[config.mk]
export PLATFORM = sky130hd
export DESIGN_NAME = mac_32bit
export DESIGN_NICKNAME = d
export VERILOG_FILES = /design/src/design/mac_arith_pkg.sv /design/src/design/mac_ctrl_pkg.sv /design/src/design/mac_unit.sv /design/src/design/acc_out_stage.sv /design/src/design/mac_32bit.sv
export VERILOG_INCLUDE_DIRS = /design/src /design/src/design
export SDC_FILE = /design/constraint.sdc
export NUM_CORES = 2
export LEC_CHECK = 0
export BUFFER_PORTS_ARGS = -buffer_cell sky130_fd_sc_hd__buf_4
export CAP_MARGIN = 20
export CORE_MARGIN = 8
export CORE_UTILIZATION = 25
export CTS_CLUSTER_SIZE = 24
export DETAILED_ROUTE_END_ITERATION = 10
export PLACE_DENSITY = 0.38
export SYNTH_ARGS = -nofsm -noshare
export SYNTH_HDL_FRONTEND = slang
export SYNTH_SLANG_ARGS = --single-unit
export TNS_END_PERCENT = 1
[constraint.sdc]
create_clock -name MAC_ACC_CLK -period 6.4 [get_ports MAC_ACC_CLK]
set_input_delay 0.64 -clock MAC_ACC_CLK [delete_from_list [all_inputs] [get_ports MAC_ACC_CLK]]
set_output_delay 0.64 -clock MAC_ACC_CLK [all_outputs]
set_load 0.02 [all_outputs]
[src/design/mac_settings.svh]
//~~~~~~~~~~~~~~~~~~~~
// widths and limits of the 32-bit multiply-accumulate unit
// include this wherever a width or the select limit is needed
//~~~~~~~~~~~~~~~~~~~~
`ifndef MAC_SETTINGS_SVH
`define MAC_SETTINGS_SVH

// both multiplier inputs carry operands of this width
`define MAC_OPER_W 32

// guard bits on top of each operand take one quarter of its width
`define MAC_PAD_W (`MAC_OPER_W / 4)

// an operand grows to this width before it enters the multiplier
`define MAC_EXT_W (`MAC_OPER_W + `MAC_PAD_W)

// the accumulator holds a full product of two extended operands
`define MAC_ACC_W (2 * `MAC_EXT_W)

// the output select code is six bits wide
`define MAC_SEL_W 6
// select codes above this one fall back to the lowest window
`define MAC_SEL_MAX 48

`endif

[src/design/mac_arith_pkg.sv]
//~~~~~~~~~~~~~~~~~~~~
// data types of the MAC datapath
// import it into any block that handles operands or accumulator words
//~~~~~~~~~~~~~~~~~~~~
`default_nettype none

`include "mac_settings.svh"

package mac_arith_pkg;

  // raw data or coefficient word as it arrives at the top level
  typedef logic [`MAC_OPER_W-1:0] oper_t;

  // operand with its guard bits in place
  // the guard bits carry the sign in two's-complement mode and zeros otherwise
  typedef logic [`MAC_EXT_W-1:0] ext_oper_t;

  // accumulator register, and also the addend fed back into the adder
  typedef logic [`MAC_ACC_W-1:0] acc_t;

  // window cut from the accumulator and driven out of the unit
  typedef logic [`MAC_OPER_W-1:0] mac_word_t;

endpackage

`default_nettype wire

[src/design/mac_ctrl_pkg.sv]
//~~~~~~~~~~~~~~~~~~~~
// control types of the MAC, the select code and the arithmetic mode
// import it where the select or the tc input is decoded
//~~~~~~~~~~~~~~~~~~~~
`default_nettype none

`include "mac_settings.svh"

package mac_ctrl_pkg;

  // one code picks both the output window and the rounding bit
  typedef logic [`MAC_SEL_W-1:0] out_sel_t;

  // the tc input is cast to this enum inside each block
  typedef enum logic {
    mode_unsigned  = 1'b0,
    mode_twos_comp = 1'b1
  } mac_mode_e;

endpackage

`default_nettype wire

[src/design/mac_unit.sv]
//~~~~~~~~~~~~~~~~~~~~
// multiply-add core with the 80-bit accumulator register
// extends the operands, picks the fed back addend and loads the sum
//~~~~~~~~~~~~~~~~~~~~
`default_nettype none

`include "mac_settings.svh"

module mac_unit
  import mac_arith_pkg::*, mac_ctrl_pkg::*;
(
  input  logic     MAC_ACC_CLK,
  input  logic     acc_ff_rstn,
  input  logic     clk_en,
  input  oper_t    oper_data,
  input  oper_t    coef_data,
  input  logic     tc,
  input  logic     acc_clear,
  input  logic     acc_rnd,
  input  out_sel_t out_sel,
  output acc_t     acc_q
);

  mac_mode_e mode;
  logic      oper_sign;
  logic      coef_sign;
  ext_oper_t oper_ext;
  ext_oper_t coef_ext;
  logic signed [`MAC_ACC_W-1:0] oper_wide;
  logic signed [`MAC_ACC_W-1:0] coef_wide;
  acc_t      product;
  acc_t      rnd_value;
  acc_t      feedback;
  acc_t      acc_sum;

  // tc is a plain level at the port, the enum gives it a name here
  assign mode = mac_mode_e'(tc);

  // in unsigned mode the guard bits stay zero
  // so the extended operand is never negative
  assign oper_sign = (mode == mode_twos_comp) & oper_data[`MAC_OPER_W-1];
  assign coef_sign = (mode == mode_twos_comp) & coef_data[`MAC_OPER_W-1];

  assign oper_ext = {{`MAC_PAD_W{oper_sign}}, oper_data};
  assign coef_ext = {{`MAC_PAD_W{coef_sign}}, coef_data};

  // widen once more to the accumulator width by the top guard bit
  // this makes the product come out modulo 2^80 in both modes
  assign oper_wide = {{`MAC_EXT_W{oper_ext[`MAC_EXT_W-1]}}, oper_ext};
  assign coef_wide = {{`MAC_EXT_W{coef_ext[`MAC_EXT_W-1]}}, coef_ext};

  // only the lower half of the wide product is kept
  // the upper half is nothing but sign copies
  assign product = oper_wide * coef_wide;

  // rounding adds one half of the lsb of the window that the select picks,
  // that is a single bit just below the window
  always_comb begin
    rnd_value = '0;
    if ((out_sel != '0) && (out_sel <= out_sel_t'(`MAC_SEL_MAX))) begin
      rnd_value[out_sel - out_sel_t'(1)] = 1'b1;
    end
  end

  // clear wins over round, and round wins over the normal feedback
  // the current select is used here, not the delayed one at the output
  always_comb begin
    if (acc_clear) begin
      feedback = '0;
    end else if (acc_rnd) begin
      feedback = rnd_value;
    end else begin
      feedback = acc_q;
    end
  end

  // carries out of bit 79 are dropped
  assign acc_sum = product + feedback;

  // the accumulator only moves when the clock enable is high
  always_ff @(posedge MAC_ACC_CLK or negedge acc_ff_rstn) begin
    if (!acc_ff_rstn) begin
      acc_q <= '0;
    end else if (clk_en) begin
      acc_q <= acc_sum;
    end
  end

endmodule

`default_nettype wire

[src/design/acc_out_stage.sv]
//~~~~~~~~~~~~~~~~~~~~
// output stage of the MAC
// cuts a 32-bit window from the accumulator and clamps it on overflow
//~~~~~~~~~~~~~~~~~~~~
`default_nettype none

`include "mac_settings.svh"

module acc_out_stage
  import mac_arith_pkg::*, mac_ctrl_pkg::*;
(
  input  logic      MAC_ACC_CLK,
  input  logic      acc_ff_rstn,
  input  acc_t      acc_q,
  input  out_sel_t  out_sel,
  input  logic      tc,
  input  logic      acc_sat,
  output mac_word_t mac_out
);

  mac_mode_e mode;
  out_sel_t  sel_d;
  logic      win_in_range;
  out_sel_t  win_shift;
  acc_t      acc_shifted;
  mac_word_t window;
  out_sel_t  sat_shift;
  logic [`MAC_SEL_W:0] sat_base;
  acc_t      hi_mask;
  logic      hi_ones;
  logic      hi_zeros;
  logic      un_zeros;
  logic      not_sat;
  mac_word_t sat_limit;

  // the output stage reads tc and acc_sat without any delay
  assign mode = mac_mode_e'(tc);

  // the select is registered once
  // it then lines up with the accumulator that the same edge loaded
  always_ff @(posedge MAC_ACC_CLK or negedge acc_ff_rstn) begin
    if (!acc_ff_rstn) begin
      sel_d <= '0;
    end else begin
      sel_d <= out_sel;
    end
  end

  // codes 49 to 63 have no window of their own and show bits 31 to 0
  assign win_in_range = (sel_d <= out_sel_t'(`MAC_SEL_MAX));
  assign win_shift    = win_in_range ? sel_d : '0;

  // a right shift brings the window down to bit 0
  assign acc_shifted = acc_q >> win_shift;
  assign window      = acc_shifted[`MAC_OPER_W-1:0];

  // the overflow check covers one code less than the window does
  // code 48 is therefore tested as if it were code 0
  assign sat_shift = (sel_d < out_sel_t'(`MAC_SEL_MAX)) ? sel_d : '0;

  // lowest bit of the range that must hold copies of the window sign,
  // which is the top bit of the window
  assign sat_base = {1'b0, sat_shift} + (`MAC_SEL_W+1)'(`MAC_OPER_W - 1);

  // ones from sat_base up to bit 79
  assign hi_mask = {`MAC_ACC_W{1'b1}} << sat_base;

  // a window that fits as a signed value has all ones or all zeros above it
  assign hi_ones  = ((acc_q & hi_mask) == hi_mask);
  assign hi_zeros = ((acc_q & hi_mask) == '0);

  // an unsigned window may use its top bit, so the check starts one bit higher
  assign un_zeros = ((acc_q & (hi_mask << 1)) == '0);

  // the first two cases hold in either mode, the third only when unsigned
  assign not_sat = hi_ones | hi_zeros | ((mode == mode_unsigned) & un_zeros);

  // signed limits follow bit 79
  // negative values clamp to 0x80000000 and positive values to 0x7fffffff
  always_comb begin
    if (mode == mode_unsigned) begin
      sat_limit = '1;
    end else begin
      sat_limit = {acc_q[`MAC_ACC_W-1], {(`MAC_OPER_W-1){~acc_q[`MAC_ACC_W-1]}}};
    end
  end

  // clamping only happens with saturation enabled
  // otherwise the window goes out as it is, wrapped if it overflows
  always_comb begin
    if (acc_sat && !not_sat) begin
      mac_out = sat_limit;
    end else begin
      mac_out = window;
    end
  end

endmodule

`default_nettype wire

[src/design/mac_32bit.sv]
//~~~~~~~~~~~~~~~~~~~~
// top level of the 32-bit multiply-accumulate unit
// every input is a level sampled on the rising edge of MAC_ACC_CLK
//~~~~~~~~~~~~~~~~~~~~
`default_nettype none

`include "mac_settings.svh"

module mac_32bit
  import mac_arith_pkg::*, mac_ctrl_pkg::*;
(
  input  logic      MAC_ACC_CLK,
  input  logic      acc_ff_rstn,
  input  logic      clk_en,
  input  oper_t     oper_data,
  input  oper_t     coef_data,
  input  logic      acc_rnd,
  input  logic      acc_clear,
  input  logic      acc_sat,
  input  out_sel_t  out_sel,
  input  logic      tc,
  output mac_word_t mac_out
);

  // accumulator value passed from the core to the output stage
  acc_t acc_q;

  // the core sees the undelayed select, since it only needs the rounding bit
  mac_unit u_mac_unit (
    .MAC_ACC_CLK (MAC_ACC_CLK),
    .acc_ff_rstn (acc_ff_rstn),
    .clk_en      (clk_en),
    .oper_data   (oper_data),
    .coef_data   (coef_data),
    .tc          (tc),
    .acc_clear   (acc_clear),
    .acc_rnd     (acc_rnd),
    .out_sel     (out_sel),
    .acc_q       (acc_q)
  );

  // the output stage delays the select by one cycle on its own
  // tc and acc_sat reach it in the same cycle as they change
  acc_out_stage u_acc_out_stage (
    .MAC_ACC_CLK (MAC_ACC_CLK),
    .acc_ff_rstn (acc_ff_rstn),
    .acc_q       (acc_q),
    .out_sel     (out_sel),
    .tc          (tc),
    .acc_sat     (acc_sat),
    .mac_out     (mac_out)
  );

endmodule

`default_nettype wire

Word level (Yosys, flattened, before mapping)
Index checks and enable logic that the tools add are counted.
{ "classes": {"add_sub_neg": 3, "mul": 1, "n_lt_le_gt_ge": 5, "n_reduce_logical": 7, "shift": 2, "mux": 9, "n_eq_ne": 1, "n_bitwise": 9} }
{ "op_table": {"columns": ["operator", "n"], "rows": [
  ["80-bit AND", 2],
  ["80-bit logical NOT", 2],
  ["80-bit 2-to-1 mux", 2],
  ["80-bit adder", 1],
  ["80-bit == test", 1],
  ["80-bit by 7-bit << shifter with 80-bit output (first input constant)", 1],
  ["80-bit by 6-bit >> shifter with 32-bit output", 1],
  ["33-bit by 33-bit multiplier with 66-bit output", 1],
  ["32-bit 2-to-1 mux", 2],
  ["64-bit 2-to-1 mux", 1],
  ["6-bit less-or-equal comparator (second input constant)", 2],
  ["6-bit 2-to-1 mux", 2],
  ["6-bit by 8-bit less-than comparator with 1-bit output (second input constant)", 1],
  ["6-bit by 5-bit adder with 7-bit output (second input constant)", 1],
  ["1-bit demux with 6-bit select", 1],
  ["6-bit by 1-bit greater-or-equal comparator with 1-bit output (second input constant)", 1],
  ["6-bit less-than comparator (second input constant)", 1],
  ["6-bit nonzero test", 1],
  ["6-bit by 1-bit subtractor with 6-bit output (second input constant)", 1],
  ["1-bit AND", 3],
  ["1-bit logical AND", 3],
  ["1-bit inverter", 2],
  ["1-bit bitwise OR", 2],
  ["1-bit logical NOT", 1],
  ["1-bit 2-to-1 mux", 1]
]} }
{ "totals": {"ff_bits": 86, "in_bits": 77} }

Depth between registers and ports, before layout
{ "logic_depth": {"ltp_word": 11, "mapped_depth": 46, "depth_no_buf": 44} }

Hierarchy
Synthesis repeated with hierarchy kept, for this count alone.
{ "unflattened": {"cells_unflattened": 6295, "area_unflattened_um2": 54036.8} }
{ "modules_own_cells": {"columns": ["mod", "cells_per_inst", "seq_area_each_um2", "area_per_inst_um2", "instances"], "rows": [
  ["mac_unit", 5239, 2001.9, 47005.1, 1],
  ["acc_out_stage", 1056, 150.1, 7031.7, 1]
]} }

Worst setup path before layout
OpenSTA, ideal clock, no wires.
{ "synth_path": {"path_kind": "input-to-reg", "startpoint": "in coef_data[7]", "endpoint": "reg u_mac_unit.acc_q[74]", "path_stages": 43, "t_required_ns": 6.268, "setup_ns": 0.132, "slack_ns": -4.263, "t_arrival_ns": 10.532, "cell_sequence": "clkbuf_1 clkbuf_1 nand2_1 fa_1 inv_1 fa_1 fa_1 inv_1 fa_1 fa_1 inv_1 fa_1 fa_1 inv_1 fa_1 inv_1 ha_1 clkbuf_1 (+7 left out) o21a_1 o21ai_0 a31oi_1 o21a_1 nor2_1 xnor2_1 ha_1 nand2_1 nor4_1 nand2_1 o31a_2 o41ai_4 a31oi_1 a21oi_1 o21bai_1 a2111o_1 a2111oi_2 nor4b_1"} }
{ "synth_via": {"elab_chain_len": 2} }
{ "synth_lines": {"columns": ["item", "line_no", "source"], "rows": [
  ["start, declared", "mac_32bit.sv:16", "input oper_t coef_data,"],
  ["33-bit by 33-bit multiplier with 66-bit output", "mac_unit.sv:54", "assign product = oper_wide * coef_wide;"],
  ["80-bit adder", "mac_unit.sv:78", "assign acc_sum = product + feedback;"],
  ["end signal, assigned", "mac_unit.sv:85", "acc_q <= acc_sum;"],
  ["end, declared", "mac_unit.sv:21", "output acc_t acc_q"]
]} }
No other way between the ends.
A chain may end at the register's enable or synchronous reset.

Final worst setup path
{ "layout_path": {"startpoint": "in oper_data[18]", "endpoint": "reg u_mac_unit.acc_q[78]"} }
{ "layout_via": {"elab_chain_len": 2} }
{ "layout_lines": {"columns": ["item", "line_no", "source"], "rows": [
  ["start, declared", "mac_32bit.sv:15", "input oper_t oper_data,"],
  ["33-bit by 33-bit multiplier with 66-bit output", "mac_unit.sv:54", null],
  ["80-bit adder", "mac_unit.sv:78", null]
]} }
No other way between the ends.

==> flow_summary.toml <==
[grt]
global_route_wire_length_before_repair_um = 313800
number_of_global_route_vias_before_repair = 50060
grt_start_max_net_pins = 69
antenna_found_initial = 6
gr-usage-all-layers_pct = 17.57
gr-total-overflow = 0

[run_status]
violations = "setup timing"
outcome = "finished, violations left"

[floorplan]
core.rowCount = 169
die_y_extent_um = 478.0
fp.dieW_um = 478.0
die_area_um2 = 228500
num_io_pins = 109
coreArea_um2 = 212100
floorplan.initialDensity_pct = 25.16

[place]
gp_congestion = 0.9040
buffer_ports.inserted = 108
dpl.hpwl_um = 175400
placement.setup.worst_slack_ns = -4.690

[worst_hold_path]
min-delay-path-class = "primary input to asynchronous set/reset pin"

[worst_setup_path]
crit_arrival_ns = 10.59
worst_path_class_setup = "primary input to flip-flop"
worstSetupEndpointType = "flip-flop"
max_stage_delay_ns = 0.58
slowest_cell_on_crit_path = "fa_1"
start_kind = "primary input"
timing.critical_path.fanout_max = 5
worst_ep_required_time_ns = 6.69

[routing]
avgViaCountPerCell = 4.668
ant_nets = 0
avgRoutedWirePerCell_um = 20.69
via_count = 45180
detail_route.drc_violations = 0
drt_pre_antenna_iters = 6
postRouteWirelength_um = 200200
initialDrtViolationCount = 2501

[synth]
async_reset_ff_share_pct = 100.0
synth_seq_area_share_pct = 4.033
postSynth.topFlopCell = "dfrtp_1"
synthDistinctLibCells = 95
flip_flop_and_latch_count_after_synthesis = 86
syn_inst = 6229
syn-mean-instance-area_um2 = 8.566
synth-edff-count = 0
syn_nets = 7746
number_of_warnings_issued_by_yosys = 0
synth.cell_area_um2 = 53360

[sta]
final_min_period_over_clock_period_pct = 160.9
slew-limit-headroom_pct = 31.31
grt_setup_unrepaired = "true"
finish_stage_setup_viols = 69
fin_worst_skew_ns = 0.01305
max_freq_mhz = 97.08
post-route-worst-setup-slack_ns = -3.901
final_report_hold_violation_count = 0
tightestPinTransition_ns = 1.027
timing.final.crit_period_ns = 10.30
total_count_of_max_transition_violations_in_the_final_report = 0

[clock_tree]
cts_sinks = 86
cts_htree_levels = 3
clock_tree.buffer_depth = 2
cts_hold_repair.buffers = 0
cts_inserted_buffers = 9
root_cell_of_the_clock_tree = "clkbuf_16"
clock_latency_on_the_worst_skew_pair_ns = 0.39
clk_transition_reported_paths_ns = 0.07
cts_tree = "done"

[final_layout]
fin_nets = 8368
num-fill-cells = 22680
area.growth.synth_to_final_pct = 21.09
drive_gt1_share_pct = 19.12
final_cell_mix = "1186 x inv_1, 1120 x fa_1, 934 x nand2_1"
layout_commonest_cell = "inv_1"

[flow_run]
cap_violations = 0
==> cell type report <==
cell class	count	area, µm²	area share [%]
sequential	86	2152	3.331
clock inverter	6	45.04	0.06971
inverter	1197	4497	6.960
antenna	1	2.502	0.003873
timing repair buffer	958	7572	11.72
multi-input combinational	4599	46570	72.08
tap	2821	3530	5.463
clock buffer	10	239.0	0.3699
==> critical path, delay by kind of cell <==
family,cells,cell delay [ns]
buffers and inverters,11,1.31
adders and majority gates,10,4.63
AOI/OAI and AO/OA,14,2.74
xor gates and xnor gates,1,0.12
and+or+nand+nor,7,1.12
==> worst paths after layout <==
path | startpoint | cells after the start | slack, ns | end
setup / recovery | oper_data[18] | 43 | -3.90 | u_mac_unit.acc_q[78]
hold / removal | acc_ff_rstn | 1 | 0.30 | u_mac_unit.acc_q[71]
setup reg to reg | u_mac_unit.acc_q[19] | 18 | 1.73 | u_mac_unit.acc_q[74]
hold reg to reg | u_mac_unit.acc_q[0] | 1 | 0.57 | u_mac_unit.acc_q[0]
max in group asynchronous | acc_ff_rstn | 2 | 4.90 | u_mac_unit.acc_q[49]
min in group MAC_ACC_CLK | out_sel[3] | 1 | 0.41 | u_acc_out_stage.sel_d[3]
==> cell families (layout without fill, tap and decap cells) <==
kind of cell	count (synthesis)	count (layout)	synth area share, %
compound gates	920	920	11.00
fa+ha+maj	1440	1440	49.89
simple gates	1798	1798	15.79
xor+xnor	141	141	2.328
flops	86	86	4.033
buf+inv	1544	2171	11.04
mux	300	300	5.921
other cells	0	1	0
==> sequential cells by signal (all words and copies together) (netlist names) <==
signal	count
u_mac_unit.acc_q	80
u_acc_out_stage.sel_d	6
==> stage by stage <==
stage	instance area, µm²	std cells	utilization [%]	setup TNS [ns]	hold WS [ns]
CTS	64220	9670	30.28	-186.26	0.2849
global route	64610	9677	30.46	-209.55	0.3151
global placement	63120	9646	29.76	-243.09	0.5610
finish	64610	9678	30.46	-181.15	0.2985
floorplan	53920	6229	-	-162.75	0.3444
detailed placement	63120	9646	29.76	-242.91	0.5658
==> routing by layer <==
layer | GRT usage, % | vias up | wire length (µm)
met5 | 0 | - | 36
met4 | 3.050 | 6 | 3896
met3 | 1.147 | 198 | 5283
met2 | 30.49 | 767 | 96030
met1 | 24.38 | 23500 | 94990
li1 | - | 20710 | -
==> cells in the mapped netlist (all sizes together) (12+ instances only) <==
master	instances	area share, %
inv	1197	8.4
fa	1146	43
nand2	943	6.6
and2	396	4.6
clkbuf	307	2.2
ha	294	6.9
a21oi	256	2.4
o21ai	244	2.3
mux2i	238	4.5
nor2	183	1.3
xnor2	101	1.7
dfrtp	86	4.0
a21o	77	1.1
mux2	55	1.2
nand3	45	0.43
nor2b	45	0.53
nand4	43	0.53
buf	40	0.45
xor2	40	0.67
o22ai	39	0.47
and3	37	0.43
a211oi	32	0.47
nand2b	32	0.38
a31oi	29	0.34
a22oi	25	0.35
nor3	24	0.23
a221oi	22	0.36
o21bai	22	0.31
o21a	21	0.30
o211ai	17	0.24
o221ai	17	0.28
or2	13	0.16
a2111oi	12	0.26
==> repair_timing <==
action	in CTS	in global routing
pin swaps	74	42
setup endpoints to repair	69	103
setup buffers	8	7
gates resized for setup	187	81
Power is left out: the tool's default activity adds up to more than one toggle a clock period on the data nets, which glitch-free logic cannot reach.
